--- src/encoderSpeed_cfg.svh ---
`ifndef ENCODER_SPEED_CFG_SVH
`define ENCODER_SPEED_CFG_SVH

// ==============================
// encoder speed build settings
// ==============================

// number of quadrature channels (1 to 8)
`define NUM_CHANNELS 4

// edge counts and speed results
`define SPEED_WIDTH 16

// measurement window in CLOCK_50 cycles, board value is 500000
`define WINDOW_CYCLES 200

// host register address
`define ADDR_WIDTH 4

`endif

--- src/encoderSpeedPkg.sv ---
`include "encoderSpeed_cfg.svh"

package encoderSpeedPkg;

	// ==============================
	// shared data types
	// ==============================

	typedef logic [`SPEED_WIDTH-1:0] speed_t; // counts and halved sums

	// at least one bit even for a single channel
	typedef logic [$clog2((`NUM_CHANNELS > 1) ? `NUM_CHANNELS : 2)-1:0] chanId_t;

	// ==============================
	// enums
	// ==============================

	typedef enum logic {
		COUNTING, // nothing waiting
		PENDING   // result latched, waiting on credit
	} chanState_e;

	// host register map
	typedef enum logic [`ADDR_WIDTH-1:0] {
		SPEED_BASE  = `ADDR_WIDTH'(0), // channel n at SPEED_BASE + n
		DIR_REG     = `ADDR_WIDTH'(8), // one direction bit per channel
		OVERRUN_REG = `ADDR_WIDTH'(9)  // sticky overrun bits
	} regAddr_e;

endpackage

--- src/encoderIf.sv ---
`timescale 1ns/1ps

`include "encoderSpeed_cfg.svh"

// synchronized encoder events for one channel
interface encoderIf;

	logic riseA;     // one-cycle pulse per A rising edge
	logic riseB;     // one-cycle pulse per B rising edge
	logic levelB;    // B level, aligned with riseA
	logic windowEnd; // shared end-of-window strobe

	modport source (
		output riseA,
		output riseB,
		output levelB,
		output windowEnd
	);

	modport sink (
		input riseA,
		input riseB,
		input levelB,
		input windowEnd
	);

endinterface

--- src/speedIf.sv ---
`timescale 1ns/1ps

`include "encoderSpeed_cfg.svh"

// one channel's result path, credit flows back from the collector
interface speedIf;

	logic                    valid;     // one cycle, spends the credit
	encoderSpeedPkg::speed_t speed;
	logic                    direction;
	logic                    overrun;   // pending result was replaced
	logic                    credit;    // staging slot freed

	modport sender (
		output valid,
		output speed,
		output direction,
		output overrun,
		input  credit
	);

	modport receiver (
		input  valid,
		input  speed,
		input  direction,
		input  overrun,
		output credit
	);

endinterface

--- src/encoderFrontEnd.sv ---
`timescale 1ns/1ps

`include "encoderSpeed_cfg.svh"

module encoderFrontEnd (
	input  logic                     CLOCK_50,
	input  logic                     reset,
	input  logic [`NUM_CHANNELS-1:0] encA,
	input  logic [`NUM_CHANNELS-1:0] encB,
	encoderIf.source                 edges [`NUM_CHANNELS]
);

	localparam int WIN_W = $clog2(`WINDOW_CYCLES);

	logic [`NUM_CHANNELS-1:0] syncA1, syncA2, prevA;
	logic [`NUM_CHANNELS-1:0] syncB1, syncB2, prevB;
	logic [`NUM_CHANNELS-1:0] riseA, riseB;
	logic [WIN_W-1:0]         winCount;
	logic                     windowEnd;
	logic                     lastCycle;

	// ==============================
	// synchronizers and edge detect
	// ==============================

	always_ff @(posedge CLOCK_50 or posedge reset) begin
		if (reset) begin
			syncA1 <= '0;
			syncA2 <= '0;
			prevA  <= '0;
			syncB1 <= '0;
			syncB2 <= '0;
			prevB  <= '0;
			riseA  <= '0;
			riseB  <= '0;
		end else begin
			syncA1 <= encA;
			syncA2 <= syncA1;
			syncB1 <= encB;
			syncB2 <= syncB1;
			prevA  <= syncA2;
			prevB  <= syncB2; // doubles as the B level seen by the channel
			riseA  <= syncA2 & ~prevA; // pulse lands 3 cycles after the pin
			riseB  <= syncB2 & ~prevB;
		end
	end

	// ==============================
	// window timer
	// ==============================

	assign lastCycle = (winCount == WIN_W'(`WINDOW_CYCLES - 1));

	always_ff @(posedge CLOCK_50 or posedge reset) begin
		if (reset) begin
			winCount  <= '0;
			windowEnd <= 1'b0;
		end else begin
			windowEnd <= lastCycle;
			winCount  <= lastCycle ? '0 : winCount + 1'b1;
		end
	end

	// fan out to every channel
	for (genvar i = 0; i < `NUM_CHANNELS; i++) begin : genEdges
		assign edges[i].riseA     = riseA[i];
		assign edges[i].riseB     = riseB[i];
		assign edges[i].levelB    = prevB[i];
		assign edges[i].windowEnd = windowEnd;
	end

	// strobe must stay a single pulse or channels latch twice
	assert property (@(posedge CLOCK_50) disable iff (reset) windowEnd |=> !windowEnd)
		else $error("encoderFrontEnd: windowEnd high two cycles in a row");

endmodule

--- src/speedChannel.sv ---
`timescale 1ns/1ps

`include "encoderSpeed_cfg.svh"

module speedChannel (
	input  logic   CLOCK_50,
	input  logic   reset,
	encoderIf.sink edges,
	speedIf.sender result
);

	encoderSpeedPkg::chanState_e state;
	encoderSpeedPkg::speed_t     countA;
	encoderSpeedPkg::speed_t     countB;
	encoderSpeedPkg::speed_t     speedHold;
	logic [`SPEED_WIDTH:0]       edgeSum;   // one extra bit so the sum never wraps
	logic                        dirNow;
	logic                        dirHold;
	logic [1:0]                  creditCount;
	logic                        sendNow;

	assign edgeSum = {1'b0, countA} + {1'b0, countB};
	assign sendNow = (state == encoderSpeedPkg::PENDING) && (creditCount != 2'd0);

	assign result.valid     = sendNow;
	assign result.speed     = speedHold;
	assign result.direction = dirHold;
	// a pending result that never left gets replaced
	assign result.overrun   = edges.windowEnd && (state == encoderSpeedPkg::PENDING) && !sendNow;

	// ==============================
	// edge counters and direction
	// ==============================

	always_ff @(posedge CLOCK_50 or posedge reset) begin
		if (reset) begin
			countA <= '0;
			countB <= '0;
			dirNow <= 1'b0;
		end else begin
			if (edges.windowEnd) begin
				// edges in the strobe cycle belong to the new window
				countA <= `SPEED_WIDTH'(edges.riseA);
				countB <= `SPEED_WIDTH'(edges.riseB);
			end else begin
				countA <= countA + `SPEED_WIDTH'(edges.riseA);
				countB <= countB + `SPEED_WIDTH'(edges.riseB);
			end
			if (edges.riseA)
				dirNow <= edges.levelB; // B level at the latest A rise
		end
	end

	// result latch
	always_ff @(posedge CLOCK_50) begin
		if (edges.windowEnd) begin
			speedHold <= edgeSum[`SPEED_WIDTH:1]; // floor of sum / 2
			dirHold   <= dirNow;
		end
	end

	// ==============================
	// state and credit
	// ==============================

	always_ff @(posedge CLOCK_50 or posedge reset) begin
		if (reset) begin
			state       <= encoderSpeedPkg::COUNTING;
			creditCount <= 2'd1; // one slot waiting in the collector
		end else begin
			if (edges.windowEnd)
				state <= encoderSpeedPkg::PENDING;
			else if (sendNow)
				state <= encoderSpeedPkg::COUNTING;

			case ({result.credit, sendNow})
				2'b10:   creditCount <= creditCount + 2'd1;
				2'b01:   creditCount <= creditCount - 2'd1;
				default: creditCount <= creditCount;
			endcase
		end
	end

	// collector must not hand back a credit that was never spent
	assert property (@(posedge CLOCK_50) disable iff (reset) creditCount <= 2'd1)
		else $error("speedChannel: more than one credit held");

	assert property (@(posedge CLOCK_50) disable iff (reset)
		result.valid |=> (creditCount == 2'd0) && ($past(creditCount) == 2'd1))
		else $error("speedChannel: valid sent without a held credit");

endmodule

--- src/speedCollector.sv ---
`timescale 1ns/1ps

`include "encoderSpeed_cfg.svh"

module speedCollector (
	input  logic                     CLOCK_50,
	input  logic                     reset,
	speedIf.receiver                 results [`NUM_CHANNELS],
	input  logic                     freeze,
	input  logic [`ADDR_WIDTH-1:0]   readAddr,
	output encoderSpeedPkg::speed_t  readData,
	output logic                     sampleReady
);

	logic [`NUM_CHANNELS-1:0] validIn, dirIn, overrunIn;
	encoderSpeedPkg::speed_t  speedIn   [`NUM_CHANNELS];
	encoderSpeedPkg::speed_t  slotSpeed [`NUM_CHANNELS];
	logic [`NUM_CHANNELS-1:0] slotDir, slotFull;
	encoderSpeedPkg::speed_t  speedReg  [`NUM_CHANNELS];
	logic [`NUM_CHANNELS-1:0] dirReg, overrunReg;
	logic [`NUM_CHANNELS-1:0] drainMask, doneMask;
	encoderSpeedPkg::chanId_t rrPtr;
	logic [`ADDR_WIDTH-1:0]   speedIdx;
	logic                     batchDone;

	for (genvar i = 0; i < `NUM_CHANNELS; i++) begin : genPort
		assign validIn[i]        = results[i].valid;
		assign speedIn[i]        = results[i].speed;
		assign dirIn[i]          = results[i].direction;
		assign overrunIn[i]      = results[i].overrun;
		assign results[i].credit = drainMask[i]; // credit back as the slot empties

		assert property (@(posedge CLOCK_50) disable iff (reset) validIn[i] |-> !slotFull[i])
			else $error("speedCollector: result arrived on a full slot");
	end

	// ==============================
	// staging and round-robin drain
	// ==============================

	always_comb begin
		for (int n = 0; n < `NUM_CHANNELS; n++)
			drainMask[n] = !freeze && slotFull[n] && (rrPtr == encoderSpeedPkg::chanId_t'(n));
	end

	assign batchDone = (|drainMask) && (&(doneMask | drainMask));

	always_ff @(posedge CLOCK_50) begin
		for (int n = 0; n < `NUM_CHANNELS; n++) begin
			if (validIn[n]) begin
				slotSpeed[n] <= speedIn[n];
				slotDir[n]   <= dirIn[n];
			end
		end
	end

	always_ff @(posedge CLOCK_50 or posedge reset) begin
		if (reset) begin
			slotFull    <= '0;
			dirReg      <= '0;
			overrunReg  <= '0;
			doneMask    <= '0;
			rrPtr       <= '0;
			sampleReady <= 1'b0;
			for (int n = 0; n < `NUM_CHANNELS; n++)
				speedReg[n] <= '0;
		end else begin
			for (int n = 0; n < `NUM_CHANNELS; n++) begin
				if (drainMask[n]) begin
					slotFull[n] <= 1'b0;
					speedReg[n] <= slotSpeed[n];
					dirReg[n]   <= slotDir[n];
				end
				if (validIn[n])
					slotFull[n] <= 1'b1;
			end
			overrunReg  <= overrunReg | overrunIn; // sticky until reset
			doneMask    <= batchDone ? '0 : (doneMask | drainMask);
			sampleReady <= batchDone;
			if (!freeze)
				rrPtr <= (rrPtr == encoderSpeedPkg::chanId_t'(`NUM_CHANNELS - 1)) ? '0 : rrPtr + 1'b1;
		end
	end

	// ==============================
	// host read port
	// ==============================

	assign speedIdx = readAddr - `ADDR_WIDTH'(encoderSpeedPkg::SPEED_BASE);

	always_ff @(posedge CLOCK_50 or posedge reset) begin
		if (reset) begin
			readData <= '0;
		end else begin
			case (readAddr)
				encoderSpeedPkg::DIR_REG:     readData <= `SPEED_WIDTH'(dirReg);
				encoderSpeedPkg::OVERRUN_REG: readData <= `SPEED_WIDTH'(overrunReg);
				default: begin
					if (speedIdx < `ADDR_WIDTH'(`NUM_CHANNELS))
						readData <= speedReg[encoderSpeedPkg::chanId_t'(speedIdx)];
					else
						readData <= '0; // unmapped
				end
			endcase
		end
	end

endmodule

--- src/encoderSpeedTop.sv ---
`timescale 1ns/1ps

`include "encoderSpeed_cfg.svh"

module encoderSpeedTop (
	input  logic                     CLOCK_50,
	input  logic                     reset,
	input  logic [`NUM_CHANNELS-1:0] encA,
	input  logic [`NUM_CHANNELS-1:0] encB,
	input  logic                     freeze,      // host holds off the drain
	input  logic [`ADDR_WIDTH-1:0]   readAddr,
	output logic [`SPEED_WIDTH-1:0]  readData,
	output logic                     sampleReady
);

	encoderIf edgeBus   [`NUM_CHANNELS] ();
	speedIf   resultBus [`NUM_CHANNELS] ();

	// ==============================
	// front end, channels, collector
	// ==============================

	encoderFrontEnd frontEnd (
		.CLOCK_50 (CLOCK_50),
		.reset    (reset),
		.encA     (encA),
		.encB     (encB),
		.edges    (edgeBus)
	);

	for (genvar i = 0; i < `NUM_CHANNELS; i++) begin : genChannel
		speedChannel channel (
			.CLOCK_50 (CLOCK_50),
			.reset    (reset),
			.edges    (edgeBus[i]),
			.result   (resultBus[i])
		);
	end

	speedCollector collector (
		.CLOCK_50    (CLOCK_50),
		.reset       (reset),
		.results     (resultBus),
		.freeze      (freeze),
		.readAddr    (readAddr),
		.readData    (readData),
		.sampleReady (sampleReady)
	);

endmodule

--- config.mk ---
export PLATFORM = sky130hd
export DESIGN_NAME = encoderSpeedTop
export DESIGN_NICKNAME = d
export VERILOG_FILES = /design/src/encoderSpeedPkg.sv /design/src/encoderIf.sv /design/src/speedIf.sv /design/src/encoderFrontEnd.sv /design/src/speedChannel.sv /design/src/speedCollector.sv /design/src/encoderSpeedTop.sv
export VERILOG_INCLUDE_DIRS = /design/src
export SDC_FILE = /design/constraint.sdc
export NUM_CORES = 1
export LEC_CHECK = 0
export BUFFER_PORTS_ARGS = -buffer_cell sky130_fd_sc_hd__buf_2
export CORE_MARGIN = 2
export CORE_UTILIZATION = 65
export CTS_CLUSTER_SIZE = 8
export DETAILED_ROUTE_END_ITERATION = 8
export PLACE_DENSITY = 0.81
export SYNTH_ARGS = -nofsm -noshare
export SYNTH_HDL_FRONTEND = slang
export SYNTH_HIERARCHICAL = 1
export SYNTH_SLANG_ARGS = --single-unit
export TNS_END_PERCENT = 100
--- constraint.sdc ---
create_clock -name CLOCK_50 -period 7.65 [get_ports CLOCK_50]
set_clock_uncertainty 0.2 [all_clocks]
set_input_delay 0.765 -clock CLOCK_50 [delete_from_list [all_inputs] [get_ports CLOCK_50]]
set_output_delay 0.765 -clock CLOCK_50 [all_outputs]
set_load 0.02 [all_outputs]
After elaboration in Yosys (flattened, before gate mapping):

Memory sizes are Yosys's and may differ from the RTL's. A register that Yosys moved wholly into a read port is not among the register bits.
Index checks and enable logic that the tools add are counted.

* equal/unequal tests: 14
* mux-type cells: 44
* $lt $le $gt $ge: 2
* add/subtract/negate cells: 22
* reduce and logical (&&, ||, !) cells: 45
* bitwise gates (word level): 7

Operators by type and width (number)
* $mux 16: 11
* $add 16x1->16: 8
* $add 16x16->17: 4
* $bmux 16 s2: 1
* $pmux 16 s2: 1
* $reduce_bool 2->1: 16
* $mux 1: 24
* $logic_and 1x1->1: 21
* $pmux 2 s2: 4
* $eq 2x2->1 const B: 6
* $add 2x1->2 const B: 5
* $eq 2x1->1 const B: 5
* $add 8x1->8 const B: 1
* $and 4x4->4: 2
* $eq 4x4->1 const B: 2
* $eq 8x8->1 const B: 1
* $mux 8: 1
* $not 4->4: 2
* $or 4x4->4: 2
* $sub 2x1->2 const B: 4
* $logic_not 1->1: 5
* $lt 4x3->1 const B: 1
* $mux 4: 1
* $reduce_and 4->1: 1
* other kinds (5): 5

* output and inout port bits: 17
* memories: 1
* register bits: 292
* bits in writable memories: 64
* logic and storage cells: 190

Memories
* collector.slotSpeed: depth 4, width 16, rd ports 4, clocked after Yosys merged registers in 4, write ports 4, line speedCollector.sv:17 `` encoderSpeedPkg::speed_t slotSpeed [`NUM_CHANNELS]; ``

Longest topological paths before layout:

* depth after elaboration: 7
* depth in mapped cells: 9
* depth with buffers taken out: 8

By module:

The synthesis kept the hierarchy.

Modules (own cells, without submodules)
* speedCollector: seq. area each 4519.3 µm², times used 1, area each 6203.4 µm², cells each 340
* speedChannel at genChannel[1].channel ...: seq. area each 1412.6 µm², times used 2, area each 3010.4 µm², cells each 292
* speedChannel at genChannel[0].channel ...: seq. area each 1412.6 µm², times used 2, area each 2950.3 µm², cells each 275
* encoderFrontEnd: seq. area each 1026.0 µm², times used 1, area each 1292.5 µm², cells each 78

Worst setup path before layout:

No wires, ideal clock.

* kind: reg-to-reg
* from: reg genChannel[1].channel.countB[0]
* to: reg genChannel[1].channel.speedHold[9], data pin
* path buffers: 0
* path slack: 5.235 ns
* setup time: 0.261 ns
* data arrival time: 1.954 ns
* stages on the path, launching flop included: 7
* cells stage by stage: dfrtp_1 -> and2_1 -> fa_1 -> a21o_1 -> a221oi_2 -> o21ai_0 -> o311a_1

* longest elaborated chain between the ends: 1

Ends and longest elaborated chain
* start, declared: line speedChannel.sv:14 `encoderSpeedPkg::speed_t countB;`
* start signal, assigned: line speedChannel.sv:44 `` countB <= `SPEED_WIDTH'(edges.riseB); ``
* start signal, assigned: line speedChannel.sv:47 `` countB <= countB + `SPEED_WIDTH'(edges.riseB); ``
* $add 16x16->17: line speedChannel.sv:22 `assign edgeSum = {1'b0, countA} + {1'b0, countB};`
* net genChannel[1].channel.edgeSum[10]: line speedChannel.sv:16 `` logic [`SPEED_WIDTH:0] edgeSum; ``
* end signal, assigned: line speedChannel.sv:57 `` speedHold <= edgeSum[`SPEED_WIDTH:1]; ``
* end, declared: line speedChannel.sv:15 `encoderSpeedPkg::speed_t speedHold;`

The timed path passes the listed nets, and every way through them passes these cells.
A chain may end at the register's enable or synchronous reset.

Worst setup path in the final report:

* from: reg collector.rrPtr[0]
* to: reg genChannel[2].channel.creditCount[1]

* longest elaborated chain between the ends: 4
* elaborated cells between the ends (all ways): 6
* those cells by class: 3 x eq/ne; 1 x mux; 2 x reduce/logical

Ends and longest elaborated chain
* start, declared: line speedCollector.sv:22 `encoderSpeedPkg::chanId_t rrPtr;`
* start signal, assigned: line speedCollector.sv:81 `` rrPtr <= (rrPtr == encoderSpeedPkg::chanId_t'(`NUM_CHANNELS - 1)) ? '0 : rrPtr + 1'b1; ``
* $eq 2x2->1 *: line speedCollector.sv:43 `drainMask[n] = !freeze && slotFull[n] && (rrPtr == encoderSpeedPkg::chanId_t'(n));`
* $logic_and 1x1->1 *: line speedCollector.sv:43
* net resultBus[2].credit: line speedIf.sv:12 `logic credit;`
* $eq 2x1->1 / $eq 2x2->1 (equally long branches): line speedChannel.sv:76 `case ({result.credit, sendNow})`
* $pmux 2 s2 / $reduce_bool 2->1 (equally long branches)
* end signal, assigned: line speedChannel.sv:77 `2'b10: creditCount <= creditCount + 2'd1;`
* end signal, assigned: line speedChannel.sv:78 `2'b01: creditCount <= creditCount - 2'd1;`
* end signal, assigned: line speedChannel.sv:79 `default: creditCount <= creditCount;`
* end, declared: line speedChannel.sv:19 `logic [1:0] creditCount;`

Mark *: on every way through the listed nets, which the timed path passes. The rest lies on a longest branch.

==> impl_summary.log <==
[metrics] initial core utilization: 0.657
[metrics] Worst Max-Slew Pin Slew: 949 ps
[metrics] maximum number of pins on one net before global-route repair: 75
[metrics] number of buffers added by the clock tree synthesis step: 58
[metrics] netlist area before placement: 19400 um2
[metrics] achievable clock frequency: around 0.35 GHz
[metrics] buffer levels on the longest clock path: 3
[metrics] most common cell after layout, fill and taps aside: dfrtp_1
[metrics] endpoint required time on the critical path: 7920 ps
[metrics] Total Negative Setup Slacks: 0 ps
[metrics] post-route insts no fill: 2033
[metrics] detailed-route wire length: 38.1 mm
[metrics] number of core rows: 63
[metrics] M1 wire length: 16.3 mm
[metrics] number of flops mapped to enable cells by yosys: roughly 140
[metrics] RSZ-0062 raised after global routing: false
[metrics] number of violations of the max-capacitance limit: 0
[metrics] critical path arrival: 3090 ps
[metrics] commonest non-fill, non-tap cells in the layout: dfrtp_1 (279), nor2_1 (143), edfxtp_1 (136)
[metrics] number of search-and-repair iterations in the first detailed-routing pass: 5
[metrics] Final Hold Violating Endpoints: 0
[metrics] length of routed met3 wiring: 2.02 mm
[metrics] layout-stage area growth over the synthesis result: 11.4%
[metrics] number of nets in the layout: around 1700
[metrics] ANT nets after route: 0
[metrics] top-level I/O count: 32
[metrics] Critical Path Start Type: flop
[metrics] class of the most critical hold timing path: input port to flop
[metrics] Critical path buffers and inverters: 2
[metrics] synthesized net count: approximately 1700
[metrics] number of gates resized after cts: 0
[metrics] post-placement cell count: ~1900
[metrics] number of remaining DRC errors: 0
[metrics] Max Fanout on Critical Path: 20
[metrics] hold bufs inserted after CTS: 1
[metrics] met2 wire len: 18.9 mm
[metrics] outcome: finished clean
[metrics] highest-delay cell along the critical path: and3b_1
[metrics] Critical Path End Type: flop
[metrics] Core ar.: roughly 30000 um2
[metrics] Total Power Consumption: 0.00597 W
[metrics] detailed placement HPWL: 25.0 mm
[metrics] number of levels the H-tree was split into: 2
[metrics] buffer cell driving the clock tree root: clkbuf_16
[metrics] CTS Sinks: 420
[metrics] antenna violations before repair: 1
[metrics] height of the chip: roughly 180 um
[metrics] Warnings, synthesis: 6
[metrics] Setup WS pre-CTS: 4820 ps
[metrics] Top FF cell, synth: dfrtp_1
[metrics] Pleak: 9.55 nW
[metrics] critical path type: flop to flop
[metrics] post-synthesis cell count: 1552
[metrics] final weighted congestion of routability-driven global placement: 0.882
[metrics] sequential fraction of the synthesis area: 0.577
[metrics] number of global-route vias before repair: 12500
[metrics] port buffer count: 31
[metrics] Pwr Density: 276 nW/um2
[metrics] routed wire length per instance: 18.8 um
[metrics] ys async rst share: 0.676
[metrics] CTS tree: built
[metrics] wire length of the first global-routing pass: 62.9 mm
[metrics] initial detailed-routing violation count: between 900 and 1000
[metrics] Overflow after GRT: 0
[metrics] Max-slew headroom: 0.367
[metrics] count of unique library cells instantiated by Yosys: 75
[metrics] x dimension of the die: 177 um
[metrics] worst path cell trace: inv_1, ha_1, and3b_1, inv_1, ha_1, xnor2_1, nor2_1, xor2_1
[metrics] Clock Latency Late Sink: 560 ps
[metrics] vias per inst: roughly 6
[metrics] global router's overall resource usage: 0.252
[metrics] Die Footprint: 31300 um2
[metrics] final setup violation count: 0
[metrics] share of final-layout standard cells stronger than drive strength 1: 0.150
[metrics] total number of vias: 12300
[metrics] largest voltage drop on the vdd net: 215 uV
[metrics] Post-Syn Area per Cell: 12.5 um2
[metrics] CP max stage delay: 820 ps
[metrics] cell class contributing the biggest share of worst-path delay: simple AND/OR/NAND/NOR gates
[metrics] highest metal layer with signal wires: met4
[metrics] Final WS setup: 4830 ps
[metrics] synthesized flop and latch total: 420
[metrics] clock period minus final worst setup slack: 2820 ps
[metrics] share of the clock period used by the worst path after layout: 0.369
[metrics] count of final max-slew check failures: 0
[metrics] # Post-CTS Setup Buffers: 0
[metrics] clock transition at the register clock pins on the worst setup and hold paths after CTS: 50 ps
-- path summary, 6_finish.rpt --
check,cells past startpoint,startpoint,end,slack (ps)
worst max-delay path,8,collector/rrPtr[0]$_DFFE_PP0N_,genChannel[2].channel/creditCount[1]$_DFFE_PP0P_,4830
worst min-delay path,1,encB[2],frontEnd/syncB1[2]$_DFF_PP0_,110
worst max register to register,8,collector/rrPtr[0]$_DFFE_PP0N_,genChannel[2].channel/creditCount[1]$_DFFE_PP0P_,4830
worst min register to register,0,frontEnd/syncB1[0]$_DFF_PP0_,frontEnd/syncB2[0]$_DFF_PP0_,140
max in group asynchronous,4,reset,collector/speedReg[60]$_DFFE_PP0P_,5400
min in group asynchronous,3,reset,genChannel[3].channel/countA[0]$_DFF_PP0_,570
-- state kept, by name, summed over array words and instances (netlist names), 8 cells and up --
register and flops:
collector/slotSpeed 64, collector/speedReg 64, genChannel.channel/countA 64, genChannel.channel/countB 64, genChannel.channel/result.speed 64, collector/readData 16, frontEnd/winCount 8, genChannel.channel/creditCount 8
-- synth_stat cells (3+ instances only) --
| cell type | instances | area, um2 |
|---|---|---|
| dfrtp_1 | 280 | 7010 |
| nor2_1 | 143 | 537 |
| edfxtp_1 | 136 | 4080 |
| xor2_1 | 99 | 867 |
| ha_1 | 85 | 1060 |
| mux2_2 | 82 | 923 |
| nand2_1 | 78 | 293 |
| a21oi_1 | 68 | 340 |
| nand3_1 | 67 | 335 |
| xnor2_1 | 54 | 473 |
| o21ai_0 | 42 | 210 |
| nand4_1 | 35 | 219 |
| nor2b_1 | 32 | 200 |
| clkbuf_1 | 30 | 113 |
| inv_1 | 28 | 105 |
| and3_1 | 23 | 144 |
| nor3_1 | 23 | 115 |
| and2_1 | 20 | 125 |
| a21o_1 | 19 | 143 |
| or3_1 | 18 | 113 |
| mux4_2 | 16 | 360 |
| buf_2 | 11 | 55.1 |
| o21a_1 | 10 | 75.1 |
| and4_1 | 8 | 70.1 |
| mux2i_1 | 8 | 80.1 |
| nand2b_1 | 8 | 50.1 |
| a31oi_1 | 6 | 37.5 |
| buf_4 | 6 | 45.0 |
| o21bai_1 | 6 | 45.0 |
| a211oi_1 | 4 | 30.0 |
| a21o_2 | 4 | 35.0 |
| a221oi_1 | 4 | 35.0 |
| and3b_1 | 4 | 35.0 |
| dfstp_2 | 4 | 105 |
| fa_1 | 4 | 80.1 |
| nand3b_1 | 4 | 30.0 |
| o2111ai_1 | 4 | 35.0 |
| o211ai_1 | 4 | 30.0 |
| o211ai_2 | 4 | 50.1 |
| o31ai_1 | 4 | 30.0 |
| or2_2 | 4 | 25.0 |
| a211o_1 | 3 | 26.3 |
| nor2_2 | 3 | 18.8 |
| o211a_1 | 3 | 30.0 |
-- per-stage QoR --
step / utilization / cell area (um2) / hold slack (ps)
after detailed placement: 0.674 / 19900 / 135
after global placement: 0.674 / 19900 / 132
after floorplan: - / 19400 / 131
after global routing: 0.731 / 21600 / 83.3
after CTS: 0.731 / 21600 / 91.0
final: 0.732 / 21600 / 114
-- per-layer routing --
layer | track usage | vias to the layer above
li1 | - | 5720
met1 | 0.337 | 6202
met2 | 0.423 | 324
met3 | 0.0509 | 65
met4 | 0.0744 | 0
met5 | 0 | -
-- power by group --
group          total (W)  internal (W)  leakage, nW  switching (W)
combinational   0.000907      0.000398         3.90       0.000510
clock            0.00237       0.00148        0.807       0.000886
sequential       0.00269       0.00251         4.85       0.000182
total            0.00597       0.00439         9.55        0.00158
-- final cells by class --
cell class              count  area, um2
flip-flops and latches    420      11200
fillers                  1835       7940
multi-input cells        1054       7890
clock buffers              96       1660
well taps                 390        488
repair buffers             43        248
inverters                  28        108
clock inverters             1       30.0
diodes                      1       2.50
-- cell families (layout without fill, tap and decap cells) --
group,Yosys count,after routing,share of synthesized area
buffers and inverters,78,168,0.0170
and+or+nand+nor,483,483,0.125
DFF,420,420,0.577
AOI/OAI and AO/OA,223,223,0.0832
adders and majority gates,89,89,0.0589
xor gates and xnor gates,153,153,0.0690
muxes,106,106,0.0702
other,0,1,0
(Power assumes the default switching activity.)
